[src/logic/pulseSeqPkg.sv]
package pulseSeqPkg;

	localparam int numChannels = 8;
	localparam int wordWidth = 64;
	localparam int memAddrWidth = 7;
	localparam int memDepth = 1 << memAddrWidth;
	localparam int delayWidth = 8; // per channel, channel 0 in the low byte
	localparam int chargeWidth = 12;
	localparam int setIdxWidth = 4;
	localparam int waitWidth = 16;
	localparam int pulseCntWidth = 13; // max delay plus max charge time
	localparam int apbAddrWidth = 8;
	localparam int apbDataWidth = 32;

	localparam logic [memAddrWidth-1:0] programBase = 7'd0;
	localparam logic [memAddrWidth-1:0] delayBase = 7'd64; // set n at delayBase + n

	// control/status register, takes the upper half of word 127
	localparam logic [apbAddrWidth-1:0] apbCtrlAddr = 8'hff;

	localparam logic [3:0] opNop = 4'h0;
	localparam logic [3:0] opSetOutputs = 4'h1;
	localparam logic [3:0] opFire = 4'h2;
	localparam logic [3:0] opLoopStart = 4'h3;
	localparam logic [3:0] opLoopEnd = 4'h4;
	localparam logic [3:0] opEnd = 4'h5;

	typedef struct packed {
		logic [7:0] trig;
		logic [7:0] led;
	} outputsView;

	typedef struct packed {
		logic [setIdxWidth-1:0] setIdx;
		logic [chargeWidth-1:0] chargeTime;
	} fireView;

	// meaning of the argument depends on the opcode
	typedef union packed {
		outputsView outputs;
		fireView fire;
		logic [15:0] loopCount;
	} instrArg;

	typedef struct packed {
		logic [3:0] opcode;
		instrArg arg;
		logic [waitWidth-1:0] waitCycles;
		logic [27:0] reserved;
	} instruction;

endpackage
[src/logic/memBus.sv]
interface memBus;

	logic reqValid;
	logic reqWrite;
	logic [pulseSeqPkg::memAddrWidth-1:0] reqAddr;
	logic [pulseSeqPkg::wordWidth-1:0] reqWdata;
	logic grant; // one cycle, access happens on that edge
	logic [pulseSeqPkg::wordWidth-1:0] rdata; // valid the cycle after grant

	modport requester (
		output reqValid,
		output reqWrite,
		output reqAddr,
		output reqWdata,
		input grant,
		input rdata
	);

	modport arbiter (
		input reqValid,
		input reqWrite,
		input reqAddr,
		input reqWdata,
		output grant,
		output rdata
	);

endinterface

[src/logic/memArbiter.sv]
module memArbiter (
	input logic txCLK,
	input logic rst,
	memBus.arbiter hostBus,
	memBus.arbiter fetchBus,
	memBus.arbiter delayBus,
	output logic ramEn,
	output logic ramWrite,
	output logic [pulseSeqPkg::memAddrWidth-1:0] ramAddr,
	output logic [pulseSeqPkg::wordWidth-1:0] ramWdata,
	input logic [pulseSeqPkg::wordWidth-1:0] ramRdata
);

	logic delayGnt;
	logic fetchGnt;
	logic hostGnt;
	logic [2:0] readOwner; // delay, fetch, host

	// pulser first so a firing never waits
	assign delayGnt = delayBus.reqValid;
	assign fetchGnt = fetchBus.reqValid && !delayBus.reqValid;
	assign hostGnt = hostBus.reqValid && !delayBus.reqValid && !fetchBus.reqValid;

	assign delayBus.grant = delayGnt;
	assign fetchBus.grant = fetchGnt;
	assign hostBus.grant = hostGnt;

	assign ramEn = delayGnt || fetchGnt || hostGnt;

	always_comb
	begin
		ramWrite = hostBus.reqWrite;
		ramAddr = hostBus.reqAddr;
		ramWdata = hostBus.reqWdata;
		if (delayGnt)
		begin
			ramWrite = delayBus.reqWrite;
			ramAddr = delayBus.reqAddr;
			ramWdata = delayBus.reqWdata;
		end
		else if (fetchGnt)
		begin
			ramWrite = fetchBus.reqWrite;
			ramAddr = fetchBus.reqAddr;
			ramWdata = fetchBus.reqWdata;
		end
	end

	// remember who read so the data lands on one port only
	always_ff @(posedge txCLK)
	begin
		if (rst)
			readOwner <= 3'b000;
		else
			readOwner <= {delayGnt && !delayBus.reqWrite, fetchGnt && !fetchBus.reqWrite,
				hostGnt && !hostBus.reqWrite};
	end

	assign delayBus.rdata = readOwner[2] ? ramRdata : '0;
	assign fetchBus.rdata = readOwner[1] ? ramRdata : '0;
	assign hostBus.rdata = readOwner[0] ? ramRdata : '0;

endmodule

[src/flat_wrapper.sv]
// flat-port wrapper written by rule: the top's interface ports become plain ports
module memArbiter_flat 
  (txCLK, rst, ramEn, ramWrite, ramAddr, ramWdata, ramRdata, hostBus_reqValid, hostBus_reqWrite, hostBus_reqAddr, hostBus_reqWdata, hostBus_grant, hostBus_rdata, fetchBus_reqValid, fetchBus_reqWrite, fetchBus_reqAddr, fetchBus_reqWdata, fetchBus_grant, fetchBus_rdata, delayBus_reqValid, delayBus_reqWrite, delayBus_reqAddr, delayBus_reqWdata, delayBus_grant, delayBus_rdata);
  memBus hostBus_i ();
  memBus fetchBus_i ();
  memBus delayBus_i ();
  input logic txCLK;
  input logic rst;
  output logic ramEn;
  output logic ramWrite;
  output logic [pulseSeqPkg::memAddrWidth-1:0] ramAddr;
  output logic [pulseSeqPkg::wordWidth-1:0] ramWdata;
  input logic [pulseSeqPkg::wordWidth-1:0] ramRdata;
  input wire logic [$bits(hostBus_i.reqValid)-1:0] hostBus_reqValid;
  input wire logic [$bits(hostBus_i.reqWrite)-1:0] hostBus_reqWrite;
  input wire logic [$bits(hostBus_i.reqAddr)-1:0] hostBus_reqAddr;
  input wire logic [$bits(hostBus_i.reqWdata)-1:0] hostBus_reqWdata;
  output wire logic [$bits(hostBus_i.grant)-1:0] hostBus_grant;
  output wire logic [$bits(hostBus_i.rdata)-1:0] hostBus_rdata;
  input wire logic [$bits(fetchBus_i.reqValid)-1:0] fetchBus_reqValid;
  input wire logic [$bits(fetchBus_i.reqWrite)-1:0] fetchBus_reqWrite;
  input wire logic [$bits(fetchBus_i.reqAddr)-1:0] fetchBus_reqAddr;
  input wire logic [$bits(fetchBus_i.reqWdata)-1:0] fetchBus_reqWdata;
  output wire logic [$bits(fetchBus_i.grant)-1:0] fetchBus_grant;
  output wire logic [$bits(fetchBus_i.rdata)-1:0] fetchBus_rdata;
  input wire logic [$bits(delayBus_i.reqValid)-1:0] delayBus_reqValid;
  input wire logic [$bits(delayBus_i.reqWrite)-1:0] delayBus_reqWrite;
  input wire logic [$bits(delayBus_i.reqAddr)-1:0] delayBus_reqAddr;
  input wire logic [$bits(delayBus_i.reqWdata)-1:0] delayBus_reqWdata;
  output wire logic [$bits(delayBus_i.grant)-1:0] delayBus_grant;
  output wire logic [$bits(delayBus_i.rdata)-1:0] delayBus_rdata;
  assign hostBus_i.reqValid = hostBus_reqValid;
  assign hostBus_i.reqWrite = hostBus_reqWrite;
  assign hostBus_i.reqAddr = hostBus_reqAddr;
  assign hostBus_i.reqWdata = hostBus_reqWdata;
  assign hostBus_grant = hostBus_i.grant;
  assign hostBus_rdata = hostBus_i.rdata;
  assign fetchBus_i.reqValid = fetchBus_reqValid;
  assign fetchBus_i.reqWrite = fetchBus_reqWrite;
  assign fetchBus_i.reqAddr = fetchBus_reqAddr;
  assign fetchBus_i.reqWdata = fetchBus_reqWdata;
  assign fetchBus_grant = fetchBus_i.grant;
  assign fetchBus_rdata = fetchBus_i.rdata;
  assign delayBus_i.reqValid = delayBus_reqValid;
  assign delayBus_i.reqWrite = delayBus_reqWrite;
  assign delayBus_i.reqAddr = delayBus_reqAddr;
  assign delayBus_i.reqWdata = delayBus_reqWdata;
  assign delayBus_grant = delayBus_i.grant;
  assign delayBus_rdata = delayBus_i.rdata;
  memArbiter u_core (.txCLK(txCLK), .rst(rst), .hostBus(hostBus_i), .fetchBus(fetchBus_i), .delayBus(delayBus_i), .ramEn(ramEn), .ramWrite(ramWrite), .ramAddr(ramAddr), .ramWdata(ramWdata), .ramRdata(ramRdata));
endmodule
[config.mk]
export PLATFORM = sky130hd
export DESIGN_NAME = memArbiter_flat
export DESIGN_NICKNAME = d
export VERILOG_FILES = /design/src/logic/pulseSeqPkg.sv /design/src/logic/memBus.sv /design/src/logic/memArbiter.sv /design/src/flat_wrapper.sv
export SDC_FILE = /design/constraint.sdc
export NUM_CORES = 1
export LEC_CHECK = 0
export ABC_AREA = 1
export BUFFER_PORTS_ARGS = -buffer_cell sky130_fd_sc_hd__buf_4
export CORE_AREA = 8 8 211 213
export CTS_CLUSTER_SIZE = 16
export DETAILED_ROUTE_END_ITERATION = 7
export DIE_AREA = 0 0 219 221
export GPL_ROUTABILITY_DRIVEN = 0
export PLACE_DENSITY = 0.3
export SYNTH_ARGS = -nofsm -noshare
export SYNTH_HDL_FRONTEND = slang
export SYNTH_SLANG_ARGS = --single-unit
[constraint.sdc]
create_clock -name txCLK -period 1.53 [get_ports txCLK]
set_clock_uncertainty 0.2 [all_clocks]
set_input_delay 0.306 -clock txCLK [delete_from_list [all_inputs] [get_ports txCLK]]
set_output_delay 0.306 -clock txCLK [all_outputs]
set_load 0.1 [all_outputs]
==> impl_metrics.csv, run 1 <==
group,metric,value,unit
outcome,status,"complete, but fails checks",
outcome,violations,"setup timing",
critical_path,cp-start-kind,"register",
timing,rsz0062_at_grt,"yes",
detailed_routing,num_vias,6954,
power_and_ir_drop,leakage,7.53,nW
finish,largest-register,"u_core.readOwner",
timing,finalCritPeriodShare,1.19,
global_route,grt_antenna_before_repair,2,
min_path,hold_class,"input pin to register",
critical_path,critPathBufInv,5,
detailed_routing,first_iter_violations,150,
power_and_ir_drop,switching_power,0.00350,W
floorplan,io_pins,553,
detailed_routing,postRouteAntennaNets,0,
finish,final_util,0.391,
timing,final_hold_viol_count,0,
timing,max_freq,550,MHz
floorplan,die_area,48400,um^2
clock_tree,cts_buffers,3,
min_path,min_path_cells,2,
clock_tree,cts_root_buf,"clkbuf_16",
clock_tree,cts_tree,"done",
floorplan,initial_core_util,0.0753,
min_path,hp-start,"rst",
critical_path,cp_slowest_cell,"dfxtp_4",
finish,multiInputGateArea,4840,um^2
finish,final_nets,1622,
synth,synth_edf_count,0,
finish,post_route_cells_drive_above_1_share,0.895,
detailed_routing,wl_per_cell,20.8,um
power_and_ir_drop,ir_worst_vdd,319,uV
synth,synth_common_cells,"nand2_1 (339), inv_1 (196), nand3_1 (142)",
synth,synth.most_common_cell,"nand2_1",
finish,regArea,71.3,um^2
synth,async_flop_share,0,
power_and_ir_drop,comb_power_share,0.918,
timing,worstMarginPinSlew,209,ps
synth,yosys_register_bits,3,
min_path,timing.hold.worst_endpoint,"u_core.readOwner[2]",
critical_path,crit_type,"register to output pin",
power_and_ir_drop,power_frac_clock,0.068,
critical_path,critPathTopFamily,"buffers and inverters",
critical_path,crit_chain,"buf_12, buf_12, buf_12, nand2_4, clkinvlp_4, buf_8",
critical_path,arrival,1310,ps
synth,yosys_warnings,0,
run,cap_violations,0,
finish,synthToLayoutAreaGrowth,419,%
placed_design,dp_hpwl,32400,um
power_and_ir_drop,p_seq_frac,0.014,
detailed_routing,drt_pass1_iterations,4,
synth,syn_area,3110,um^2
clock_tree,htree_levels,1,
timing,layout_setup_ws,-290,ps
timing,max-slew-margin-rel,0.861,
critical_path,cp_common_cell,"buf_12",
clock_tree,numClockSinks,3,
detailed_routing,drc,0,
clock_tree,max-clock-path-buffers,2,
synth,synth_area_leaders,"nand2_1 (41%), inv_1 (24%), nand3_1 (23%), buf_2 (6.8%), buf_4 (2.2%)",
floorplan,fp-row-count,75,
critical_path,critical_path_required,1020,ps
clock_tree,clkSlewWorstSetupHoldPaths,30,ps
synth,syn_avg_cell_area,4.20,um^2
floorplan,core,41300,um^2
finish,antennaDiodeCount,0,
detailed_routing,drt-total-wl,39100,um
timing,holdWs,50.1,ps
synth,synth_cell_type_count,12,
power_and_ir_drop,power_density,377,nW/um^2
global_route,grt-ovfl-total,0,
timing,maxSlewViolCount,0,
placed_design,io_buffers,552,
global_route,grt_pass1_vias,7767,
global_route,grt_usage,0.149,
finish,largest_reg_flops,3,
power_and_ir_drop,p_sw_frac,0.577,
synth,syn-num-nets,1026,
finish,fillCellCount,4049,
synth,ys.flop_type,"dfxtp_1",
critical_path,cp_max_fo,7,
timing,period_minus_slack,1820,ps
synth,yosys.area.top_type,"nand2_1",
global_route,grt_max_degree,25,
synth,syn_inst,741,
critical_path,crit_path_end_kind,"output pin",
floorplan,die_x,219,um
floorplan,die_h,221,um
timing,setup_violations,267,
detailed_routing,detail_route.vias_per_cell,3.71,
finish,reg_top3,"u_core.readOwner x3",
power_and_ir_drop,intPower,0.00257,W
synth,yosysSeqAreaShare,0.0193,
global_route,grt_pass1_wl,54000,um
critical_path,critPathMaxStageDelay,340,ps
synth,yosys.area.top_type_share,0.409,
worst max path at each step:
stage | depth (start not counted) | startpoint | endpoint
after detailed placement | 6 | fetchBus_reqValid | ramWdata[12]
final | 6 | u_core.readOwner[1] | fetchBus_rdata[40]
after floorplan | 3 | fetchBus_reqValid | hostBus_grant
after global routing | 5 | u_core.readOwner[0] | hostBus_rdata[47]
after global placement | 6 | fetchBus_reqValid | ramWdata[12]
after CTS | 6 | u_core.readOwner[1] | fetchBus_rdata[42]
layer usage:
metal,vias up,wire [um],global-route usage
met2,356,21700,0.297
li1,3335,-,-
met1,3233,11700,0.131
met5,-,27,0
met3,26,4810,0.0718
met4,4,816,0.0291
area by class of cell:
type | instances | share of cell area
flip-flops and latches | 3 | 0.00442
well taps | 539 | 0.0418
clock buffers | 4 | 0.00489
repair buffers | 643 | 0.558
multi-input cells | 489 | 0.300
inverters | 197 | 0.0912
power groups by stage:
| stage | Combinational (W) | Sequential [W] | Clock (W) |
|---|---|---|---|
| 2_1_floorplan | 0.00290 | 0.0000835 | 0 |
| 3_3_place_gp | 0.00445 | 0.0000892 | 0 |
| 3_5_place_dp | 0.00444 | 0.0000891 | 0 |
| 4_1_cts | 0.00538 | 0.0000854 | 0.000419 |
| 5_1_grt | 0.00577 | 0.0000848 | 0.000434 |
| 6_report | 0.00558 | 0.0000842 | 0.000412 |
layout by cell type, fill, tap and decap left out, types with 2 or more instances in the layout:
cell | synthesis | routed
clkbuf_16 | 0 | 14
dfxtp_4 | 0 | 3
nand3_2 | 0 | 2
buf_16 | 0 | 13
buf_8 | 0 | 34
clkinvlp_4 | 0 | 193
nand2_8 | 0 | 3
nand2_1 | 339 | 63
nand3_4 | 0 | 71
buf_6 | 0 | 18
nand3_1 | 142 | 69
nand2_2 | 0 | 40
nand2_4 | 0 | 233
buf_4 | 9 | 297
inv_1 | 196 | 3
nor2_4 | 1 | 2
nor2_1 | 4 | 3
buf_12 | 0 | 269
cells by family (layout without fill, tap and decap cells):
| logic type | count (synthesis) | count (layout) | share of synthesized area |
|---|---|---|---|
| simple gates | 489 | 489 | 0.651 |
| buf+inv | 249 | 844 | 0.329 |
| flops | 3 | 3 | 0.0193 |
stage by stage:
step	instance area [um^2]	std cells	TNS (ps)	power, W	setup slack, ps
6_report	16100	1875	-58120	0.00608	-290
5_1_grt	16100	1875	-70390	0.00629	-338
4_1_cts	14600	1853	-64540	0.00588	-304
3_5_place_dp	11200	1818	-42410	0.00453	-406
3_3_place_gp	11200	1818	-43990	0.00453	-423
2_1_floorplan	6230	741	-7590	0.00298	-406
repair_timing:
action                     in CTS  in global routing
hold buffers                    0                  0
buffers inserted               18                 13
setup endpoints to repair     268                268
pin swaps                       5                 46
cloned                         13                 13
gates resized for setup       705                278
No activity file was read; power rests on OpenSTA's default activity.
==> inputs of run 2 (changes only) <==
--- a/config.mk
+++ b/config.mk
@@ -5,12 +5,13 @@
 export SDC_FILE = /design/constraint.sdc
 export NUM_CORES = 1
 export LEC_CHECK = 0
-export ABC_AREA = 1
+export ABC_AREA = 0
 export BUFFER_PORTS_ARGS = -buffer_cell sky130_fd_sc_hd__buf_4
-export CORE_AREA = 8 8 211 213
+export CAP_MARGIN = 40
+export CORE_AREA = 8 8 210 212
 export CTS_CLUSTER_SIZE = 16
 export DETAILED_ROUTE_END_ITERATION = 7
-export DIE_AREA = 0 0 219 221
+export DIE_AREA = 0 0 218 220
 export GPL_ROUTABILITY_DRIVEN = 0
 export PLACE_DENSITY = 0.3
 export SYNTH_ARGS = -nofsm -noshare
==> impl_metrics.csv, run 2 <==
group,metric,value,unit
finish,final_nets,1354,
min_path,min_path_cells,2,
detailed_routing,first_iter_violations,150,
timing,tns,-49020,ps
critical_path,cp_max_fo,6,
clock_tree,cts_buffers,3,
critical_path,cp-start-kind,"register",
synth,async_flop_share,0,
critical_path,cp_common_cell,"buf_12",
synth,ys.flop_type,"dfxtp_1",
outcome,violations,"setup timing",
critical_path,cp_slowest_cell,"dfxtp_4",
timing,max-slew-margin-rel,0.815,
synth,synth_common_cells,"and2_1 (192), mux2i_1 (71), nand2_1 (71)",
outcome,status,"complete, but fails checks",
synth,syn_inst,461,
floorplan,initial_core_util,0.0729,
timing,final_hold_viol_count,0,
synth,syn-num-nets,746,
detailed_routing,drc,0,
critical_path,critPathMaxStageDelay,430,ps
synth,yosys.area.top_type_share,0.406,
detailed_routing,drt_pass1_iterations,3,
timing,setup_violations,266,
critical_path,crit_chain,"buf_12, clkbuf_16, and2_4, buf_12",
floorplan,die_x,218,um
timing,max_freq,552,MHz
clock_tree,htree_levels,1,
timing,layout_setup_ws,-283,ps
clock_tree,numClockSinks,3,
floorplan,fp-row-count,74,
floorplan,die_h,220,um
detailed_routing,postRouteAntennaNets,0,
clock_tree,max-clock-path-buffers,2,
detailed_routing,detail_route.vias_per_cell,3.68,
min_path,hold_class,"input pin to register",
critical_path,crit_type,"register to output pin",
critical_path,critPathBufInv,3,
clock_tree,cts_tree,"done",
global_route,grt_max_degree,21,
critical_path,critPathTopFamily,"buffers and inverters",
floorplan,die_area,48000,um^2
min_path,timing.hold.worst_endpoint,"u_core.readOwner[0]",
placed_design,dp_hpwl,28300,um
floorplan,core,40600,um^2
critical_path,critical_path_required,1020,ps
timing,maxSlewViolCount,0,
timing,period_minus_slack,1810,ps
run,cap_violations,0,
synth,synth_cell_type_count,17,
clock_tree,cts_root_buf,"clkbuf_16",
global_route,grt_pass1_wl,50200,um
synth,synth_edf_count,0,
finish,layout_commonest_cell,"buf_4",
detailed_routing,num_vias,5910,
synth,yosys_register_bits,3,
critical_path,crit_path_end_kind,"output pin",
power_and_ir_drop,leakage,6.11,nW
power_and_ir_drop,power_density,406,nW/um^2
critical_path,arrival,1310,ps
detailed_routing,wl_per_cell,23.4,um
clock_tree,clkSlewWorstSetupHoldPaths,30,ps
detailed_routing,drt-total-wl,37600,um
synth,synth.most_common_cell,"and2_1",
finish,mostFrequentLayoutCells,"buf_4 (301), buf_12 (275), and2_4 (192)",
floorplan,io_pins,553,
global_route,grt_antenna_before_repair,8,
finish,largest-register,"u_core.readOwner",
synth,yosys.area.top_type,"and2_1",
synth,yosys_warnings,0,
synth,synth_area_leaders,"and2_1 (41%), mux2i_1 (24%), o21ai_1 (10%), nand2_1 (9.0%), buf_12 (4.1%)",
finish,post_route_cells_drive_above_1_share,0.894,
synth,syn_area,2960,um^2
synth,yosysSeqAreaShare,0.0203,
global_route,grt_usage,0.143,
synth,syn_avg_cell_area,6.41,um^2
min_path,hp-start,"hostBus_reqWrite",
finish,reg_top3,"u_core.readOwner x3",
timing,rsz0062_at_grt,"yes",
global_route,grt_pass1_vias,6755,
power_and_ir_drop,ir_worst_vdd,310,uV
timing,finalCritPeriodShare,1.18,
finish,final_util,0.343,
global_route,grt-ovfl-total,0,
finish,synthToLayoutAreaGrowth,370,%
placed_design,io_buffers,552,
finish,largest_reg_flops,3,
timing,worstMarginPinSlew,279,ps
-- run 2: through the flow --
stage / setup WS [ps] / hold slack, ps / instance area, um^2 / power [W] / std cells
after global routing: -317 / 78.0 / 13900 / 0.00583 / 1604
after global placement: -431 / 316 / 8700 / 0.00400 / 1535
after detailed placement: -440 / 316 / 8700 / 0.00400 / 1535
after floorplan: -1020 / 175 / 3730 / 0.00268 / 461
after CTS: -278 / 81.9 / 13300 / 0.00557 / 1584
final: -283 / 67.5 / 13900 / 0.00564 / 1604
-- run 2: routing by layer --
layer | global-route usage | part of all wire | up-vias
met5 | 0 | 0 | -
met4 | 0.0356 | 0.030 | 0
met3 | 0.0533 | 0.099 | 42
met2 | 0.294 | 0.56 | 366
met1 | 0.129 | 0.31 | 2759
li1 | - | - | 2743
-- run 2: logic make-up (layout without fill, tap and decap cells) --
group,count (synthesis),after routing,synth area share
compound gates,71,71,0.120
buf+inv,45,652,0.0973
flops,3,3,0.0203
mux,73,73,0.248
other cells,0,4,0
simple gates,269,269,0.514
-- run 2: worst max-delay path by stage --
stage	slack, ps	cells past startpoint	endpoint	startpoint
after global routing	-320	4	hostBus_rdata[14]	u_core.readOwner[0]
after CTS	-280	6	ramWdata[46]	fetchBus_reqValid
final	-280	4	hostBus_rdata[43]	u_core.readOwner[0]
after global placement	-430	4	ramWrite	fetchBus_reqValid
after floorplan	-1020	4	ramWdata[12]	fetchBus_reqValid
after detailed placement	-440	6	ramWdata[44]	fetchBus_reqValid
-- run 2: cell type report --
class,count,area [um^2]
antenna,4,10.0
clock buffer,4,78.8
fill,4021,26700
multi-input combinational,413,3910
sequential,3,71.3
tap,532,666
timing repair buffer,648,9170
-- run 2: power breakdown --
part	internal (W)	leakage, nW	switching (W)	total (W)
combinational	0.00214	6.05	0.00300	0.00514
sequential	0.0000776	0.0267	0.00000831	0.0000859
clock	0.000344	0.0382	0.0000704	0.000414
total	0.00256	6.11	0.00308	0.00564
-- run 2: repair_timing --
action                     CTS  global route
pin swaps                   61            61
hold endpoints to repair     0             0
buffers inserted            18            16
setup endpoints to repair  269           268
hold buffers                 0             0
gates cloned                28             6
gates resized for setup    869            87
==> inputs of run 3 (changes only) <==
--- a/config.mk
+++ b/config.mk
@@ -14,6 +14,7 @@
 export DIE_AREA = 0 0 218 220
 export GPL_ROUTABILITY_DRIVEN = 0
 export PLACE_DENSITY = 0.3
+export REMOVE_ABC_BUFFERS = 1
 export SYNTH_ARGS = -nofsm -noshare
 export SYNTH_HDL_FRONTEND = slang
 export SYNTH_SLANG_ARGS = --single-unit
==> impl_metrics.csv, run 3 (synthesized netlist as in run 2, its figures left out) <==
group,metric,value,unit
outcome,status,"complete, but fails checks",
outcome,violations,"setup timing",
clock_tree,clkSlewWorstSetupHoldPaths,30,ps
critical_path,cp_max_fo,8,
detailed_routing,postRouteAntennaNets,0,
detailed_routing,first_iter_violations,121,
detailed_routing,drt_pass1_iterations,4,
critical_path,cp-start-kind,"input pin",
detailed_routing,drc,0,
timing,period_minus_slack,1770,ps
global_route,grt-ovfl-total,0,
timing,setup_violations,266,
power_and_ir_drop,ir_worst_vdd,277,uV
clock_tree,cts_buffers,3,
global_route,grt_antenna_before_repair,6,
finish,reg_top3,"u_core.readOwner x3",
detailed_routing,detail_route.vias_per_cell,3.54,
timing,maxSlewViolCount,0,
timing,worstMarginPinSlew,306,ps
floorplan,die_area,48000,um^2
min_path,hold_class,"input pin to register",
detailed_routing,wl_per_cell,21.9,um
global_route,grt_pass1_vias,6280,
critical_path,crit_type,"input pin to output pin",
clock_tree,htree_levels,1,
clock_tree,cts_tree,"done",
clock_tree,hold_buffers,0,
floorplan,fp-row-count,74,
timing,final_hold_viol_count,0,
timing,tns,-47930,ps
clock_tree,numClockSinks,3,
floorplan,die_h,220,um
finish,post_route_cells_drive_above_1_share,0.834,
timing,rsz0062_at_grt,"yes",
power_and_ir_drop,leakage,5.83,nW
floorplan,die_x,218,um
timing,max_freq,564,MHz
global_route,grt_use_met2,0.250,
finish,layout_commonest_cell,"buf_4",
finish,final_util,0.314,
finish,mostFrequentLayoutCells,"buf_4 (297), buf_12 (244), and2_4 (190)",
global_route,grtUsageMet1,0.124,
finish,largest_reg_flops,3,
timing,max-slew-margin-rel,0.795,
timing,finalCritPeriodShare,1.16,
floorplan,io_pins,553,
global_route,grt_pass1_wl,44800,um
critical_path,crit_path_end_kind,"output pin",
placed_design,dp_hpwl,28600,um
global_route,grt_use_met3,0.0437,
critical_path,critical_path_required,1020,ps
global_route,busiest_layer,"met2",
placed_design,io_buffers,552,
floorplan,initial_core_util,0.0729,
detailed_routing,drt-total-wl,34700,um
finish,largest-register,"u_core.readOwner",
power_and_ir_drop,power_density,407,nW/um^2
finish,synthToLayoutAreaGrowth,331,%
run,cap_violations,0,
critical_path,arrival,1270,ps
clock_tree,max-clock-path-buffers,2,
global_route,grt_usage,0.127,
finish,final_nets,1338,
global_route,grt_max_degree,30,
min_path,min_path_cells,2,
floorplan,core,40600,um^2
timing,layout_setup_ws,-243,ps
clock_tree,cts_root_buf,"clkbuf_16",
detailed_routing,num_vias,5618,
-- run 3: cell count changes in the layout (fill, tap and decap cells not counted), moves of 5 or more --
cell,delta
buf_16,-18
o21ai_4,-29
mux2i_4,-13
mux2i_1,+29
o21ai_2,+8
buf_12,-31
clkbuf_16,+5
nand2_1,+8
o21ai_1,+21
buf_6,+27
nand2_2,-8
mux2i_2,-16
-- run 3: power by group --
part | internal, W | switching, W | leakage [nW]
logic | 0.00185 | 0.00284 | 5.77
registers | 0.0000776 | 0.00000871 | 0.0267
clock network | 0.000344 | 0.0000700 | 0.0382
-- run 3: repair_timing --
action	in CTS	in global routing
gates resized for setup	895	123
buffers inserted	8	12
pin swaps	41	48
cloned	13	13
endpoints found under the setup margin	268	268
-- run 3: final timing paths --
path,end,start,slack (ps)
setup / recovery,ramWdata[52],fetchBus_reqValid,-240
hold / removal,u_core.readOwner[1],rst,70
-- run 3: layout make-up --
cell class | instances | area, um^2
repair buffers | 632 | 8560
clock buffers | 4 | 78.8
multi-input cells | 413 | 3350
fillers | 4128 | 27800
flip-flops and latches | 3 | 71.3
diodes | 2 | 5.00
well taps | 532 | 666
-- run 3: stage by stage --
step	total power [W]	cells	setup WS [ps]	cell area, um^2	hold slack (ps)
6_report	0.00519	1586	-243	12700	70.8
5_1_grt	0.00537	1586	-285	12700	76.7
4_1_cts	0.00500	1559	-265	11900	69.7
3_5_place_dp	0.00379	1534	-376	7950	303
3_3_place_gp	0.00379	1534	-365	7950	303
2_1_floorplan	0.00234	416	-1490	2670	175
-- run 3: routing by layer --
layer  vias up  wire length (um)
met1      2526             11800
li1       2690                 -
met4         0               734
met3        38              3350
met2       364             18900
met5         -                 0
-- run 3: critical path: stages --
cell	delay (ps)
buf_16	120
buf_12	140
buf_4	140
mux2i_1	100
o21ai_1	190
buf_6	260
